[src/hdl/raster_defines.svh]
`ifndef RASTER_DEFINES_SVH
`define RASTER_DEFINES_SVH

// Frame buffer geometry.
`define FB_WIDTH 16
`define FB_HEIGHT 12
`define FB_ADDR_W 8

// Pixels tested per group. FB_WIDTH must be a multiple of it.
`define LANES 4

`define MAX_TRIS 4

// Field widths.
`define COORD_W 4
`define COLOR_W 12

`endif

[src/hdl/raster_pkg.sv]
`include "raster_defines.svh"

package raster_pkg;

    typedef logic [`COLOR_W-1:0] color_t;
    typedef logic [`COORD_W-1:0] coord_t;

    typedef struct packed {
        coord_t x;
        coord_t y;
    } vertex_t;

    // Flat shaded, one colour for the whole face.
    typedef struct packed {
        vertex_t a;
        vertex_t b;
        vertex_t c;
        color_t  color;
    } triangle_t;

    typedef enum logic [1:0] {
        IDLE,
        BACKGROUND,
        RASTER,
        DONE
    } frame_state_t;

    typedef enum logic [1:0] {
        SCAN_IDLE,
        SCAN_RUN,
        SCAN_WAIT
    } scan_state_t;

endpackage

[src/hdl/raster_if.sv]
`timescale 1ns/10ps

// One pixel group, shared by every lane.
interface span_if;
    import raster_pkg::*;

    logic      valid;
    coord_t    x;
    coord_t    y;
    triangle_t triangle;
    logic      last;

    modport source (
        output valid,
        output x,
        output y,
        output triangle,
        output last
    );

    modport lane (
        input valid,
        input x,
        input y,
        input triangle,
        input last
    );
endinterface


[src/hdl/span_scanner.sv]
`timescale 1ns/10ps
`include "raster_defines.svh"

module span_scanner (
    input  logic                   clk,
    input  logic                   rstn,
    input  logic                   start,
    input  logic [2:0]             tri_count,
    input  raster_pkg::triangle_t  tris [`MAX_TRIS],
    input  logic                   ready,
    span_if.source                 span
);
    import raster_pkg::*;

    localparam int IDX_W = $clog2(`MAX_TRIS);
    localparam int X_W   = `COORD_W + 1;

    scan_state_t      state;
    logic [IDX_W-1:0] tri_idx;
    triangle_t        cur_tri;
    coord_t           lo_x;
    coord_t           hi_x;
    coord_t           lo_y;
    coord_t           hi_y;
    coord_t           cur_x;
    coord_t           cur_y;
    logic             row_end;
    logic             box_end;
    logic             last_tri;

    function automatic coord_t min3(coord_t p, coord_t q, coord_t r);
        coord_t m;
        m = (p < q) ? p : q;
        return (r < m) ? r : m;
    endfunction

    function automatic coord_t max3(coord_t p, coord_t q, coord_t r);
        coord_t m;
        m = (p > q) ? p : q;
        return (r > m) ? r : m;
    endfunction

    function automatic coord_t clamp(coord_t v, int limit);
        return (int'(v) > limit - 1) ? coord_t'(limit - 1) : v;
    endfunction

    assign cur_tri = tris[tri_idx];

    // Bounding box kept inside the frame, left edge snapped to a group.
    assign lo_x = clamp(min3(cur_tri.a.x, cur_tri.b.x, cur_tri.c.x), `FB_WIDTH)
                  & ~coord_t'(`LANES - 1);
    assign hi_x = clamp(max3(cur_tri.a.x, cur_tri.b.x, cur_tri.c.x), `FB_WIDTH);
    assign lo_y = clamp(min3(cur_tri.a.y, cur_tri.b.y, cur_tri.c.y), `FB_HEIGHT);
    assign hi_y = clamp(max3(cur_tri.a.y, cur_tri.b.y, cur_tri.c.y), `FB_HEIGHT);

    assign row_end  = (X_W'(cur_x) + X_W'(`LANES)) > X_W'(hi_x);
    assign box_end  = row_end && (cur_y == hi_y);
    assign last_tri = (3'(tri_idx) == tri_count - 3'd1);

    always_ff @(posedge clk or negedge rstn) begin
        if (!rstn) begin
            state   <= SCAN_IDLE;
            tri_idx <= '0;
            cur_x   <= '0;
            cur_y   <= '0;
        end else begin
            case (state)
                SCAN_IDLE: begin
                    if (start) begin
                        tri_idx <= '0;
                        state   <= SCAN_WAIT;
                    end
                end
                // Store read settles, then the box origin is taken.
                SCAN_WAIT: begin
                    cur_x <= lo_x;
                    cur_y <= lo_y;
                    state <= SCAN_RUN;
                end
                SCAN_RUN: begin
                    if (ready) begin
                        if (!row_end) begin
                            cur_x <= cur_x + coord_t'(`LANES);
                        end else if (!box_end) begin
                            cur_x <= lo_x;
                            cur_y <= cur_y + 1'b1;
                        end else if (last_tri) begin
                            state <= SCAN_IDLE;
                        end else begin
                            tri_idx <= tri_idx + 1'b1;
                            state   <= SCAN_WAIT;
                        end
                    end
                end
                default: state <= SCAN_IDLE;
            endcase
        end
    end

    assign span.valid    = (state == SCAN_RUN) && ready;
    assign span.x        = cur_x;
    assign span.y        = cur_y;
    assign span.triangle = cur_tri;
    assign span.last     = last_tri && box_end;

    assert property (@(posedge clk) disable iff (!rstn)
        span.valid |-> (int'(span.x) + `LANES <= `FB_WIDTH) && (int'(span.y) < `FB_HEIGHT));

endmodule

[src/flat_wrapper.sv]
// flat-port wrapper written by rule: the top's interface ports become plain ports
module span_scanner_flat import raster_pkg::*;
  (clk, rstn, start, tri_count, tris, ready, span_valid, span_x, span_y, span_triangle, span_last);
  span_if span_i ();
  input  logic clk;
  input  logic rstn;
  input  logic start;
  input  logic [2:0] tri_count;
  input  raster_pkg::triangle_t tris[`MAX_TRIS];
  input  logic ready;
  output wire logic [$bits(span_i.valid)-1:0] span_valid;
  output wire logic [$bits(span_i.x)-1:0] span_x;
  output wire logic [$bits(span_i.y)-1:0] span_y;
  output wire logic [$bits(span_i.triangle)-1:0] span_triangle;
  output wire logic [$bits(span_i.last)-1:0] span_last;
  assign span_valid = span_i.valid;
  assign span_x = span_i.x;
  assign span_y = span_i.y;
  assign span_triangle = span_i.triangle;
  assign span_last = span_i.last;
  span_scanner u_core (.clk(clk), .rstn(rstn), .start(start), .tri_count(tri_count), .tris(tris), .ready(ready), .span(span_i));
endmodule
[config.mk]
export PLATFORM = sky130hd
export DESIGN_NAME = span_scanner_flat
export DESIGN_NICKNAME = d
export VERILOG_FILES = /design/src/hdl/raster_pkg.sv /design/src/hdl/raster_if.sv /design/src/hdl/span_scanner.sv /design/src/flat_wrapper.sv
export VERILOG_INCLUDE_DIRS = /design/src /design/src/hdl
export SDC_FILE = /design/constraint.sdc
export NUM_CORES = 1
export LEC_CHECK = 0
export ABC_CLOCK_PERIOD_IN_PS = 6350
export BUFFER_PORTS_ARGS = -buffer_cell sky130_fd_sc_hd__buf_2
export CAP_MARGIN = 10
export CORE_MARGIN = 5
export CORE_UTILIZATION = 35
export CTS_BUF_LIST = sky130_fd_sc_hd__clkbuf_4 sky130_fd_sc_hd__clkbuf_8
export CTS_CLUSTER_DIAMETER = 50
export DETAILED_ROUTE_END_ITERATION = 12
export HOLD_SLACK_MARGIN = 0.05
export PLACE_DENSITY = 0.69
export SLEW_MARGIN = 15
export SYNTH_ARGS = -nofsm -noshare
export SYNTH_HDL_FRONTEND = slang
export SYNTH_SLANG_ARGS = --single-unit
[constraint.sdc]
create_clock -name clk -period 6.35 [get_ports clk]
set_input_delay 0.3175 -clock clk [delete_from_list [all_inputs] [get_ports clk]]
set_output_delay 0.3175 -clock clk [all_outputs]
set_load 0.02 [all_outputs]
==> impl_metrics.toml <==
[route]
drtIter0Drc = 135
firstDrtPassIters = 4
vias = 3378
routed_wl_um = 10400
wl_per_cell_um = 17.33
avgViaCountPerCell = 5.630
ant_nets = 0
drc_errors = 0

[timing]
finalHoldViolCount = 0
relSlewSlack_pct = 47.94
fin_skew_ns = 0.006494
fin_crit_ns = 5.870
post-route-period-util_pct = 92.43
rsz0062_at_grt = "false"
finalSetupTns_ns = 0
setup_viol = 0
finalMaxSlewViolations = 0
worst_pin_slew_ns = 0.7810
clock.fmax_mhz = 170.4

[floorplan]
initial_core_util_pct = 36.08
io_pins = 197
die_area_mm2 = 0.01046
core_mm2 = 0.008258
die_height_um = 102.3
row_count = 33
die_width_um = 102.3

[placement]
place.gp.congestion = 0.8844
dpl_cell_area_mm2 = 0.004023
hpwlAfterDp_um = 8861
dp_cells = 594
io_buffers = 194

[cells_and_area]
n_antenna_cell = 0
layout.cells.non_filler = 600
nNetsFinal = 681
postLayoutCellArea_mm2 = 0.004113
syn_to_final_growth_pct = 38.05
fillers = 797
layout-drive-gt1-share_pct = 50.71

[synthesis]
synth_top_family_by_area = "multiplexers"
synth_top_area_share_pct = 20.41
synth_fa_ha_area_share_pct = 14.53
synth_edf_count = 0
synth.area.top_cells = "mux4_2 (20%), ha_1 (14%), dfrtp_1 (8.4%)"
synth-compound-area-share_pct = 20.71
syn-mean-instance-area_um2 = 9.832
ys_async_sr_fraction_pct = 100.0
synthMuxAreaShare_pct = 35.20
netlist_area_mm2 = 0.002979
yosys.area.top_type = "mux4_2"
synth-seq-cells = 10
ys_types = 67
synth-main-ff-cell = "dfrtp_1"
synthSimpleGateAreaFrac_pct = 14.11
yosys_warnings = 0
netlist_instances = 303
synth_xor_area_share_pct = 0.8820
seq_area_frac_synth_pct = 8.400

[power_and_ir_drop]
p_per_area_mw_per_mm2 = 277.2
power.leakage_nw = 2.038
peakVddDrop_mv = 0.1032

[setup_path]
slowest_delay_ns = 0.84
worstSetupPathType = "flip-flop to output port"
path_buf_inv = 3
required_ns = 6.03
worst-path-max-fanout = 18
cp.arrival_ns = 5.55
cp-end-kind = "output port"
crit_chain = "mux4_1 > inv_1 > ha_1 > nor2b_1 > o211a_1 > o21ai_1 > a21o_1 > inv_1 > ha_1 > nor2b_1 > o211ai_1 > a21oi_2 > mux2_2 > a32o_2 > o32ai_4 > nand2b_4 > nor2_1 > buf_2"
crit_family = "compound AO/OA/AOI/OAI gates"
cp-start-kind = "flip-flop"
crit_slowest_cell = "dfrtp_1"

[run]
max-cap-violations = 0

[clock_tree]
clockRootBuffer = "clkbuf_8"
cts_buffers = 3
clk_pin_slew_ns = 0.05
cts_tree = "yes"
insertion_delay_ns = 0.24
clock-sinks = 10
ctsHtreeMaxLevel = 1
clockBufferDepth = 2

[grt]
grt_pass1_wl_um = 16260
grt_usage_pct = 19.30
grt_max_degree = 26
grt_pass1_vias = 3448
antenna_found_initial = 0
grt-ovfl-total = 0

[run_status]
status = "completed"

[worst_hold_path]
min_path_type = "input port to flip-flop"
## state kept, by name, summed over array words and instances, names as in the netlist
name            cells
u_core.span.y       4
u_core.state        2
u_core.span.x       2
u_core.tri_idx      2
## cell usage in the layout, fill, tap and decap left out, types with 6 or more instances in the layout
| cell type | count |
|---|---|
| buf_2 | 194 |
| ha_1 | 33 |
| mux4_2 | 27 |
| nand2_1 | 27 |
| inv_1 | 23 |
| a21oi_1 | 17 |
| o21ai_0 | 16 |
| mux2i_1 | 11 |
| nor2_1 | 10 |
| mux4_1 | 9 |
| dfrtp_1 | 9 |
| nor2b_1 | 6 |
| mux2_2 | 6 |
## path summary, 6_finish.rpt
kind	startpoint	end	slack, ns	cells after the start
worst max-delay path	u_core.tri_idx[1]	span_last	0.48	18
worst min register to register	u_core.span.x[3]	u_core.span.x[3]	0.59	1
max in group asynchronous	rstn	u_core.tri_idx[0]	5.64	2
min in group asynchronous	rstn	u_core.tri_idx[1]	0.49	2
worst max register to register	u_core.tri_idx[1]	u_core.span.y[1]	0.58	22
worst min-delay path	ready	u_core.tri_idx[0]	0.48	3
## repair_timing
action                                  CTS  global route
endpoints found under the setup margin    0             7
buffers inserted                          0             1
resized for setup                         0             2
hold buffers                              1             0
endpoints found under the hold margin    10             0
## final cells by class
type | instances | area (um2) | area share, %
Timing Repair Buffer | 199 | 1028 | 25.01
Inverter | 25 | 93.84 | 2.282
Multi-Input combinational cell | 257 | 2556 | 62.15
Clock buffer | 4 | 48.80 | 1.186
Tap cell | 105 | 131.4 | 3.194
Sequential cell | 10 | 254.0 | 6.176
## routing by layer
metal / wire (um) / track usage [%] / share of wire (%) / vias up
li1: - / - / - / 1598
met1: 3957 / 23.21 / 38 / 1587
met2: 5300 / 34.78 / 51 / 178
met3: 978 / 4.437 / 9.4 / 15
met4: 161 / 4.642 / 1.5 / 0
met5: 0 / 0 / 0 / -
## cell families (layout without fill, tap and decap cells)
group | after synthesis | count (layout)
mux | 55 | 55
flops | 10 | 10
simple gates | 78 | 78
buf+inv | 37 | 228
xor+xnor | 3 | 3
other cells | 1 | 2
fa+ha+maj | 34 | 34
compound gates | 85 | 85
## power by group
part	internal (mW)	total (mW)	switching [mW]
clock network	0.0483	0.0735	0.0253
registers	0.0929	0.147	0.0545
logic	0.407	0.919	0.513
## per-stage QoR
| step | util [%] | total power [mW] | setup slack, ns | hold slack, ns |
|---|---|---|---|---|
| 2_1_floorplan | - | 0.8211 | 0.5747 | 0.02191 |
| 3_3_place_gp | 48.71 | 1.034 | 0.5519 | 0.1897 |
| 3_5_place_dp | 48.71 | 1.052 | 0.3780 | 0.1958 |
| 4_1_cts | 49.42 | 1.132 | 0.1109 | 0.4679 |
| 5_1_grt | 49.80 | 1.262 | 0.01713 | 0.4968 |
| 6_report | 49.80 | 1.140 | 0.4805 | 0.4808 |
## synthesized netlist by cell type (all sizes together) (4+ instances only)
cell and number:
mux4 36, ha 33, nand2 27, inv 25, a21oi 18, o21ai 17, mux2i 11, dfrtp 10
nor2 10, buf 9, mux2 8, nor2b 6, a211oi 5, a31oi 5, nand3 5, nor3 5
o211ai 5, a21boi 4, a21o 4, nand2b 4, nand4 4, o211a 4, o311ai 4
## tightest hold or removal path, stage by stage
cell and delay [ns]:
buf_2 0.14, nand2_1 0.08, o311ai_1 0.12
Note: power is estimated with default switching activity, not from simulation.
