### config.mk
export PLATFORM = sky130hd
export DESIGN_NAME = background_drawer
export DESIGN_NICKNAME = d
export VERILOG_FILES = /design/src/hdl/raster_pkg.sv /design/src/hdl/background_drawer.sv
export VERILOG_INCLUDE_DIRS = /design/src /design/src/hdl
export SDC_FILE = /design/constraint.sdc
export NUM_CORES = 1
export LEC_CHECK = 0
export ABC_AREA = 1
export BUFFER_PORTS_ARGS = -buffer_cell sky130_fd_sc_hd__buf_2
export CAP_MARGIN = 0
export CORE_MARGIN = 3
export CORE_UTILIZATION = 45
export DETAILED_ROUTE_END_ITERATION = 10
export PLACE_DENSITY = 0.82
export SLEW_MARGIN = 25
export SYNTH_ARGS = -nofsm -noshare
export SYNTH_HDL_FRONTEND = slang
export SYNTH_SLANG_ARGS = --single-unit
### constraint.sdc
create_clock -name clk -period 2.2 [get_ports clk]
set_clock_uncertainty 0.15 [all_clocks]
set_input_delay 0.11 -clock clk [delete_from_list [all_inputs] [get_ports clk]]
set_output_delay 0.11 -clock clk [all_outputs]
set_load 0.02 [all_outputs]
### src/hdl/raster_defines.svh
`ifndef RASTER_DEFINES_SVH
`define RASTER_DEFINES_SVH

// Frame buffer geometry.
`define FB_WIDTH 16
`define FB_HEIGHT 12
`define FB_ADDR_W 8

// Pixels tested per group. FB_WIDTH must be a multiple of it.
`define LANES 4

`define MAX_TRIS 4

// Field widths.
`define COORD_W 4
`define COLOR_W 12

`endif

### src/hdl/raster_pkg.sv
`include "raster_defines.svh"

package raster_pkg;

    typedef logic [`COLOR_W-1:0] color_t;
    typedef logic [`COORD_W-1:0] coord_t;

    typedef struct packed {
        coord_t x;
        coord_t y;
    } vertex_t;

    // Flat shaded, one colour for the whole face.
    typedef struct packed {
        vertex_t a;
        vertex_t b;
        vertex_t c;
        color_t  color;
    } triangle_t;

    typedef enum logic [1:0] {
        IDLE,
        BACKGROUND,
        RASTER,
        DONE
    } frame_state_t;

    typedef enum logic [1:0] {
        SCAN_IDLE,
        SCAN_RUN,
        SCAN_WAIT
    } scan_state_t;

endpackage

### src/hdl/background_drawer.sv
`timescale 1ns/10ps
`include "raster_defines.svh"

module background_drawer (
    input  logic                   clk,
    input  logic                   rstn,
    input  logic                   start,
    input  raster_pkg::color_t     bg_color,
    output logic                   write_en,
    output logic [`FB_ADDR_W-1:0]  write_addr,
    output raster_pkg::color_t     write_data,
    output logic                   done
);
    import raster_pkg::*;

    localparam int PIXELS = `FB_WIDTH * `FB_HEIGHT;

    logic                  busy;
    logic [`FB_ADDR_W-1:0] addr;
    logic                  at_end;

    assign at_end = (addr == `FB_ADDR_W'(PIXELS - 1));

    always_ff @(posedge clk or negedge rstn) begin
        if (!rstn) begin
            busy <= 1'b0;
            addr <= '0;
        end else if (start) begin
            busy <= 1'b1;
            addr <= '0;
        end else if (busy) begin
            if (at_end)
                busy <= 1'b0;
            else
                addr <= addr + 1'b1;
        end
    end

    assign write_en   = busy;
    assign write_addr = addr;
    assign write_data = bg_color;
    assign done       = busy && at_end;

    // The frame FSM only restarts the fill after the previous one is over.
    assert property (@(posedge clk) disable iff (!rstn) busy |-> !start);

endmodule

==> impl_summary.log, run 1 <==
[metrics] Worst Path Class, Setup: register to output port
[metrics] met3 Resource Use GR: 6.64%
[metrics] Post-Syn Instances: 86
[metrics] Yosys warning count: 0
[metrics] port bufs: 12
[metrics] area added between synthesis and finish: 2.32%
[metrics] final WL: 1220 um
[metrics] global route total overflow: 0
[metrics] root buffer cell: sky130_fd_sc_hd__clkbuf_4
[metrics] setup repair after global routing missed its margin: false
[metrics] placement row count: 13
[metrics] final instance area: 662 sq um
[metrics] number of violations of the max-capacitance limit: 0
[metrics] Detailed Routing Iterations Pass 1: 4
[metrics] first-pass GRT wire length: 1990 um
[metrics] Hold Path Class: input port to output port
[metrics] Sink Count: 9
[metrics] WL per Instance: 11.5 um
[metrics] hold wc startpoint: bg_color[10]
[metrics] core outline area: 1320 sq um
[metrics] largest family of logic cells by synthesized area: simple AND/OR/NAND/NOR gates
[metrics] routability congestion estimate: 0.801
[metrics] most common cell after layout, fill and taps aside: sky130_fd_sc_hd__nand2_1
[metrics] mux share of post-synthesis cell area: 0%
[metrics] proportion of layout cells with a drive suffix above 1: 30.8%
[metrics] number of setup violations in the final report: 0
[metrics] met2 routing resource usage after global routing: 22.1%
[metrics] endpoint of the most critical register-to-register path: write_addr[4]
[metrics] mean number of vias per cell: 4.72
[metrics] Top FF cell, synth: sky130_fd_sc_hd__dfrtp_1
[metrics] standby leakage power: 0.000335 uW
[metrics] critical path endpoint category: output port
[metrics] commonest non-fill, non-tap cells in the layout: sky130_fd_sc_hd__nand2_1, sky130_fd_sc_hd__buf_2, sky130_fd_sc_hd__dfrtp_1
[metrics] total vias in the final route: 500
[metrics] die outline width: 43.9 um
[metrics] IO Count: 37
[metrics] Slew Limit Headroom: 86.0%
[metrics] largest net degree at the start of global routing: 13
[metrics] flops & latches, synth: 9
[metrics] Detail Route Antenna Nets: 0
[metrics] number of flops mapped to enable cells by yosys: 0
[metrics] run status: completed
[metrics] Register-to-Register Setup Slack: 760 ps
[metrics] depth of the worst register-to-register path: 7
[metrics] Net Count, Synth: 102
[metrics] Diodes inserted: 0
[metrics] Worst setup SP type: register
[metrics] post-synthesis cell type count: 19
[metrics] drt drc: 0
[metrics] Max VDD drop: 0.000219 V
[metrics] via count of the first global-routing pass: 446
[metrics] share of the clock period used by the worst path after layout: 78.0%
[metrics] clock tree from TritonCTS: built
[metrics] highest attainable clock frequency: 0.583 GHz
[metrics] initial antenna violation count: 0
[metrics] maximum buffer depth of the clock tree: 2
[metrics] Starting Density: 49.1%
[metrics] Final nets: 108
[metrics] per-instance average area after synthesis: 7.52 sq um
[metrics] Post-DP Area: 616 sq um
[metrics] met1 layer usage reported by global route: 17.4%
[metrics] basic-gate share of the synthesized area counting and, or, nand and nor cells: 31.1%
[metrics] final count of pins violating max slew: 0
[metrics] total clock buffers created by CTS: 3
[metrics] Mapped Area: 647 sq um
[metrics] highest-utilization routing layer at the global route stage: met2
[metrics] post-synthesis sequential area ratio: 34.8%
[metrics] number of instances resized during post-cts repair: 0
[metrics] clock slew at the register clock pins of the worst setup and hold paths: 60 ps
[metrics] Power Density: 510 nW/um^2
[metrics] Critical Path RT: 1940 ps
[metrics] RR Startpoint: write_addr[1]
[metrics] die extent in y: 43.9 um
[metrics] area share of fa/ha/maj cells after synthesis: 1.93%
[metrics] end point of the worst hold path: write_data[10]
[metrics] Post-CTS Repair Setup Buffers: 0
[metrics] setup total negative slack: 0 ps
[metrics] Clock H-tree levels: 1
[metrics] fraction of synthesis flops using an asynchronous set or reset pin: 100%
[metrics] Worst Hold Path Cells: 0
[metrics] GRT Overall Usage: 15.0%
[metrics] synthesized-area fraction occupied by ao, oa, aoi and oai cells: 9.28%
[metrics] Tightest Pin Transition: 210 ps
[metrics] floorplan die area: 1930 sq um
[metrics] Clk Latency, worst-skew pair: 270 ps
[metrics] largest fanout of any net on the critical path: 4
[metrics] DRC violation total after the first TritonRoute iteration: 6
[metrics] WP data arrival: 1460 ps
[metrics] half-perimeter wire length after placement: 847 um
[metrics] final hold viol count: 0
[metrics] post-layout min period: 1720 ps
[metrics] share of the synthesized netlist area taken by xor and xnor gates: 0%
[where the power goes]
| group | total, uW | switching [uW] | leakage [uW] | internal (uW) |
|---|---|---|---|---|
| clock | 128 | 57.8 | 0.0000150 | 69.9 |
| sequential | 175 | 5.46 | 0.000118 | 170 |
| combinational | 34.5 | 20.6 | 0.000202 | 13.9 |
| total | 338 | 83.9 | 0.000335 | 254 |
[routing by layer]
metal	part of all wire, %	wire (um)	vias up
li1	-	-	263
met1	43	532	219
met2	46	557	13
met3	8.0	98	5
met4	2.9	35	0
met5	0	0	-
[registers in the layout, indices dropped and copies added (netlist names)]
register / count
write_addr: 8
write_en: 1
[cell families after synthesis]
logic type,count (synthesis)
AO/OA/AOI/OAI,9
AND/OR/NAND/NOR,44
adder cells (fa/ha/maj),1
buffers and inverters,23
flip-flops,9
[cells in the mapped netlist, types with 2 or more instances]
cell	n	area, sq um
sky130_fd_sc_hd__nand2_1	24	90.1
sky130_fd_sc_hd__inv_1	8	30.0
sky130_fd_sc_hd__o21ai_0	2	10.0
sky130_fd_sc_hd__buf_4	12	90.1
sky130_fd_sc_hd__nor2_2	2	12.5
sky130_fd_sc_hd__o21ai_1	2	10.0
sky130_fd_sc_hd__dfrtp_1	9	225
sky130_fd_sc_hd__inv_2	2	7.51
sky130_fd_sc_hd__nor2_1	7	26.3
sky130_fd_sc_hd__nand3_1	5	25.0
sky130_fd_sc_hd__o21ai_2	4	35.0
sky130_fd_sc_hd__nand2_2	2	12.5
[final cells by class]
type | count | area [sq um]
clock buffer | 4 | 26.3
inverter | 10 | 37.5
sequential | 9 | 225
tap | 15 | 18.8
multi-input combinational | 54 | 274
fill | 128 | 656
timing repair buffer | 14 | 80.1
[critical path: stages, from the launching register on]
cell	delay (ps)
sky130_fd_sc_hd__dfrtp_1	390
sky130_fd_sc_hd__ha_1	210
sky130_fd_sc_hd__nand2_2	80
sky130_fd_sc_hd__nor2_2	120
sky130_fd_sc_hd__nand2_1	110
sky130_fd_sc_hd__nor2_1	110
sky130_fd_sc_hd__buf_2	170
[worst max-delay path by stage]
stage / start / endpoint / slack, ps / depth (start not counted)
after floorplan: write_addr[0] / done / 640 / 5
after global placement: write_addr[0] / write_addr[3] / 800 / 7
after detailed placement: write_addr[0] / write_addr[4] / 750 / 7
after CTS: write_addr[0] / done / 470 / 6
after global routing: write_addr[0] / done / 390 / 6
final: write_addr[1] / done / 480 / 6
[stage by stage]
stage / std cells / total power, uW / util, % / hold slack (ps) / setup WS (ps)
floorplan: 86 / 229 / - / -336 / 638
global placement: 100 / 209 / 46.7 / -179 / 803
detailed placement: 100 / 210 / 46.7 / -178 / 748
CTS: 106 / 346 / 50.2 / 61.9 / 471
global route: 106 / 357 / 50.2 / 70.0 / 386
finish: 106 / 338 / 50.2 / 70.0 / 484
[timing repair]
action	CTS	global route
hold buffers	2	0
setup endpoints to repair	0	0
hold endpoints to repair	11	0
Power figures use the tool's default switching activity.
==> inputs of run 2 (changes only) <==
Settings changed: CORE_UTILIZATION 45 to 42, PLACE_DENSITY 0.82 to 0.77.
Clock period 2.2 ns to 1.58 ns, I/O delays scaled along.
==> impl_summary.log, run 2 (synthesized netlist as in run 1, its figures left out) <==
[metrics] Final nets: 115 (+6.5%)
[metrics] Detailed Routing Iterations Pass 1: 4 (unchanged)
[metrics] Hold Path Class: input port to output port
[metrics] standby leakage power: 0.000382 uW (+14%)
[metrics] Critical Path RT: 1350 ps (-590 ps)
[metrics] largest fanout of any net on the critical path: 4 (unchanged)
[metrics] initial antenna violation count: 0 (unchanged)
[metrics] WP data arrival: 1360 ps (-100 ps)
[metrics] final count of pins violating max slew: 0 (unchanged)
[metrics] maximum buffer depth of the clock tree: 2 (unchanged)
[metrics] drt drc: 0 (unchanged)
[metrics] Starting Density: 47.3% (-1.8 points)
[metrics] setup repair after global routing missed its margin: true
[metrics] final instance area: 748 sq um (+13%)
[metrics] Detail Route Antenna Nets: 0 (unchanged)
[metrics] GRT Overall Usage: 13.3% (-1.6 points)
[metrics] global route total overflow: 0 (unchanged)
[metrics] final WL: 1460 um (+19%)
[metrics] core outline area: 1370 sq um (+3.7%)
[metrics] Filler Cells Inserted: 128 (unchanged)
[metrics] half-perimeter wire length after placement: 906 um (+7.0%)
[metrics] final hold viol count: 0 (unchanged)
[metrics] max reg flops: 8 (unchanged)
[metrics] number of setup violations in the final report: 1 (+1)
[metrics] IO Count: 37 (unchanged)
[metrics] die outline width: 45.2 um (+3.0%)
[metrics] worst hold margin: 8.01 ps (-62.0 ps)
[metrics] run status: finished, violations left
[metrics] routability congestion estimate: 0.828 (+3.3%)
[metrics] Power Density: 664 nW/um^2 (+30%)
[metrics] Worst path slowest cell: sky130_fd_sc_hd__dfrtp_1
[metrics] end-of-flow core utilization: 54.8% (+4.5 points)
[metrics] Post-DP Area: 616 sq um (unchanged)
[metrics] Tightest Pin Transition: 256 ps (+45.5 ps)
[metrics] crit path cell chain: ha_4 > nand2_4 > nor2_4 > nand2_2 > nor2_2 > buf_6
[metrics] critical path endpoint category: output port
[metrics] Clk Latency, worst-skew pair: 270 ps (about the same)
[metrics] die extent in y: 45.2 um (+3.0%)
[metrics] most common cell after layout, fill and taps aside: sky130_fd_sc_hd__nand2_1
[metrics] Register-to-Register Setup Slack: 30 ps (-730 ps)
[metrics] via count of the first global-routing pass: 487 (+9.2%)
[metrics] proportion of layout cells with a drive suffix above 1: 38.8% (+8.0 points)
[metrics] Worst Path Class, Setup: register to output port
[metrics] largest stage delay on the critical path: 390 ps (about the same)
[metrics] Max VDD drop: 0.000307 V (+40%)
[metrics] highest attainable clock frequency: 0.628 GHz
[metrics] clock tree from TritonCTS: built
[metrics] placement row count: 13 (unchanged)
[metrics] DRC violation total after the first TritonRoute iteration: 19 (+13)
[metrics] mean number of vias per cell: 5.05 (+7.1%)
[metrics] largest net degree at the start of global routing: 13 (unchanged)
[metrics] floorplan die area: 2050 sq um (+6.1%)
[metrics] CP bufs+invs: 1 (unchanged)
[metrics] commonest non-fill, non-tap cells in the layout: sky130_fd_sc_hd__nand2_1, sky130_fd_sc_hd__buf_2, sky130_fd_sc_hd__dfrtp_1
[metrics] violations in the final reports: setup timing
[metrics] Slew Limit Headroom: 83.0% (-3.0 points)
[metrics] Diodes inserted: 0 (unchanged)
[metrics] Worst setup SP type: register
[metrics] share of the clock period used by the worst path after layout: 101%
[metrics] port bufs: 12 (unchanged)
[metrics] family of cells with the greatest summed delay on the critical path: simple AND/OR/NAND/NOR gates
[metrics] number of standard cells in the final layout excluding fillers: 113 (+6.6%)
[metrics] Sink Count: 9 (unchanged)
[metrics] WL per Instance: 12.9 um (+12%)
[metrics] first-pass GRT wire length: 1930 um (-3.5%)
[metrics] setup total negative slack: -13.1 ps (-13.1 ps)
[metrics] Clock H-tree levels: 1 (unchanged)
[metrics] placed cells: 100 (unchanged)
[metrics] final worst setup slack: -13.1 ps (-497 ps)
[metrics] clock slew at the register clock pins of the worst setup and hold paths: 60 ps (about the same)
[metrics] area added between synthesis and finish: 15.7%
[metrics] number of violations of the max-capacitance limit: 0 (unchanged)
[metrics] post-layout min period: 1590 ps
[metrics] root buffer cell: sky130_fd_sc_hd__clkbuf_4
[metrics] total vias in the final route: 571 (+14%)
[metrics] total clock buffers created by CTS: 3 (unchanged)
-- run 2: cell count changes in the layout (fill, tap and decap cells not counted) --
cell	before	now
sky130_fd_sc_hd__buf_2	12	11
sky130_fd_sc_hd__buf_6	0	1
sky130_fd_sc_hd__ha_4	0	1
sky130_fd_sc_hd__buf_4	0	7
sky130_fd_sc_hd__nand2_4	1	2
sky130_fd_sc_hd__nor2_1	7	6
sky130_fd_sc_hd__ha_1	1	0
sky130_fd_sc_hd__nor2_4	0	1
sky130_fd_sc_hd__nand2_1	24	23
-- run 2: power by group --
| group | total (uW) | switching, uW | internal [uW] |
|---|---|---|---|
| registers | 245 | 8.27 | 236 |
| logic | 66.6 | 36.0 | 30.6 |
| clock network | 185 | 87.7 | 97.7 |
| total | 497 | 132 | 365 |
-- run 2: worst paths after layout --
check	from	to	cells past startpoint
setup / recovery	write_addr[0]	done	6
hold / removal	bg_color[11]	write_data[11]	0
setup reg to reg	write_addr[0]	write_addr[2]	6
hold reg to reg	write_addr[6]	write_addr[6]	2
max in group asynchronous	rstn	write_addr[0]	2
min in group asynchronous	rstn	write_addr[4]	2
-- run 2: cell type report --
class | instances | area, sq um | area share, %
inverter | 10 | 37.5 | 5.02
timing repair buffer | 21 | 139 | 18.6
tap | 15 | 18.8 | 2.51
sequential | 9 | 225 | 30.1
clock buffer | 4 | 26.3 | 3.51
multi-input combinational | 54 | 302 | 40.3
-- run 2: repair_timing --
| item | 4_1_cts | 5_1_grt |
|---|---|---|
| hold buffers | 2 | 0 |
| setup endpoints to repair | 1 | 1 |
| endpoints found under the hold margin | 11 | 0 |
| pin swaps | 1 | 3 |
| resized for setup | 4 | 4 |
| setup buffers | 3 | 4 |
-- run 2: per-stage QoR --
stage	power, uW	setup WS [ps]
final	497	-13.1
after global routing	518	-69.4
after CTS	492	11.3
after detailed placement	293	128
after global placement	292	187
after floorplan	319	45.1
-- run 2: metal layers --
layer	global-route usage [%]	vias up	part of all wire, %
met2	22.3	20	52
met3	1.59	6	5.7
met5	0	-	0
met4	11.1	0	3.0
met1	14.8	266	39
li1	-	279	-
==> inputs of run 3 (changes only) <==
Settings changed: BUFFER_PORTS_ARGS -buffer_cell sky130_fd_sc_hd__buf_2 to -buffer_cell sky130_fd_sc_hd__clkbuf_2.
==> impl_summary.log, run 3 (synthesized netlist as in run 1, its figures left out) <==
[metrics] final hold viol count: 0 (unchanged)
[metrics] total clock buffers created by CTS: 3 (unchanged)
[metrics] final worst setup slack: 45.3 ps (+58.5 ps)
[metrics] highest attainable clock frequency: 0.652 GHz (+3.8%)
[metrics] IO Count: 37 (unchanged)
[metrics] area added between synthesis and finish: 12.2%
[metrics] met1 WL: 566 um (-0.53%)
[metrics] drt drc: 0 (unchanged)
[metrics] Worst setup SP type: register
[metrics] Worst Path Class, Setup: register to output port
[metrics] sum of met3 wire segment lengths after detailed routing: 62 um (-26%)
[metrics] routability congestion estimate: 0.842 (+1.7%)
[metrics] mean number of vias per cell: 4.76 (-5.8%)
[metrics] core outline area: 1370 sq um (unchanged)
[metrics] global route total overflow: 0 (unchanged)
[metrics] Clk Latency, worst-skew pair: 260 ps (about the same)
[metrics] Max Used Layer: met4
[metrics] Sink Count: 9 (unchanged)
[metrics] die outline width: 45.2 um (unchanged)
[metrics] number of violations of the max-capacitance limit: 0 (unchanged)
[metrics] multi-input logic area: 287 sq um (-5.0%)
[metrics] final count of pins violating max slew: 0 (unchanged)
[metrics] half-perimeter wire length after placement: 838 um (-7.5%)
[metrics] clock slew at the register clock pins of the worst setup and hold paths: 60 ps (about the same)
[metrics] CP bufs+invs: 1 (unchanged)
[metrics] setup total negative slack: 0 ps (+13.1 ps)
[metrics] largest net degree at the start of global routing: 13 (unchanged)
[metrics] number of setup violations in the final report: 0 (-1)
[metrics] WP data arrival: 1310 ps (-50 ps)
[metrics] WL per Instance: 11.4 um (-12%)
[metrics] Filler Cells Inserted: 130 (+1.6%)
[metrics] Met2 Wirelength: 635 um (-17%)
[metrics] via count of the first global-routing pass: 466 (-4.3%)
[metrics] DRC violation total after the first TritonRoute iteration: 3 (-16)
[metrics] Final nets: 114 (-0.87%)
[metrics] Starting Density: 47.3% (unchanged)
[metrics] Detail Route Antenna Nets: 0 (unchanged)
[metrics] placement row count: 13 (unchanged)
[metrics] standby leakage power: 0.000359 uW (-6.2%)
[metrics] total vias in the final route: 533 (-6.7%)
[metrics] Slew Limit Headroom: 84.3% (+1.4 points)
[metrics] placed cells: 100 (unchanged)
[metrics] largest fanout of any net on the critical path: 2 (-2)
[metrics] GRT Overall Usage: 14.0% (+0.68 points)
[metrics] pre-CTS setup slack: 128 ps (-0.294 ps)
[metrics] post-layout min period: 1530 ps (-58.5 ps)
[metrics] critical path endpoint category: output port
[metrics] first-pass GRT wire length: 1990 um (+3.6%)
[metrics] Worst path slowest cell: sky130_fd_sc_hd__dfrtp_1
[metrics] Clock H-tree levels: 1 (unchanged)
[metrics] Detailed Routing Iterations Pass 1: 4 (unchanged)
[metrics] Tightest Pin Transition: 235 ps (-20.9 ps)
[metrics] clock tree from TritonCTS: built
[metrics] Power Density: 679 nW/um^2 (+2.3%)
[metrics] maximum buffer depth of the clock tree: 2 (unchanged)
[metrics] port bufs: 12 (unchanged)
[metrics] setup repair after global routing missed its margin: true
[metrics] dominant cell type by count on the critical path: sky130_fd_sc_hd__nand2_2
[metrics] worst hold margin: 8.01 ps (unchanged)
[metrics] number of standard cells in the final layout excluding fillers: 112 (-0.88%)
[metrics] share of the clock period used by the worst path after layout: 97.1% (-3.7 points)
[metrics] floorplan die area: 2050 sq um (unchanged)
[metrics] Storage cell area: 225 sq um (unchanged)
[metrics] commonest non-fill, non-tap cells in the layout: sky130_fd_sc_hd__nand2_1, sky130_fd_sc_hd__clkbuf_2, sky130_fd_sc_hd__dfrtp_1
[metrics] final WL: 1280 um (-12%)
[metrics] end-of-flow core utilization: 53.1% (-1.6 points)
[metrics] crit path cell chain: ha_2 > nand2_2 > nor2_4 > nand2_2 > nor2_2 > buf_6
[metrics] run status: completed
[metrics] largest stage delay on the critical path: 370 ps (-20 ps)
[metrics] proportion of layout cells with a drive suffix above 1: 38.1% (-0.63 points)
[metrics] die extent in y: 45.2 um (unchanged)
[metrics] family of cells with the greatest summed delay on the critical path: flip-flops
[metrics] Hold Path Class: input port to output port
[metrics] initial antenna violation count: 0 (unchanged)
[metrics] most common cell after layout, fill and taps aside: sky130_fd_sc_hd__nand2_1
[metrics] Max VDD drop: 0.000287 V (-6.4%)
[metrics] Critical Path RT: 1350 ps (about the same)
[metrics] root buffer cell: sky130_fd_sc_hd__clkbuf_4
[metrics] max reg flops: 8 (unchanged)
[metrics] Diodes inserted: 0 (unchanged)
-- run 3: layout make-up --
class                           count  area share (%)
Inverter                           10            5.17
Multi-Input combinational cell     54            39.5
Clock buffer                        4            3.62
Sequential cell                     9            31.0
Timing Repair Buffer               20            18.1
Tap cell                           15            2.59
-- run 3: what timing repair did --
item / CTS / global route
pin swaps: 2 / 2
endpoints found under the setup margin: 1 / 1
setup buffers: 5 / 1
gates resized for setup: 4 / 3
hold buffers: 2 / 0
endpoints found under the hold margin: 11 / 0
-- run 3: per-stage QoR --
step,area (sq um),total power (uW)
final,726,493
after global placement,616,292
after global routing,726,518
after CTS,712,495
after detailed placement,616,293
after floorplan,647,319
-- run 3: path summary, 6_finish.rpt --
kind                                    start             end  slack [ps]  cells past startpoint
worst max-delay path            write_addr[1]            done          50                      6
min in group asynchronous                rstn   write_addr[4]          50                      2
worst min-delay path             bg_color[11]  write_data[11]           8                      0
worst max register to register  write_addr[0]   write_addr[7]         170                      8
worst min register to register  write_addr[6]   write_addr[6]         420                      2
max in group asynchronous                rstn   write_addr[1]        1040                      2
-- run 3: power breakdown --
part | total (uW) | leakage, uW | switching (uW) | internal [uW]
combinational | 63.9 | 0.000226 | 34.9 | 29.0
clock | 187 | 0.0000150 | 89.1 | 97.7
sequential | 242 | 0.000118 | 5.77 | 236
total | 493 | 0.000359 | 130 | 363
-- run 3: metal layers --
layer	track usage, %	vias up
met2	22.9	11
met1	15.6	245
li1	-	275
met3	2.79	2
met4	11.1	0
met5	0	-
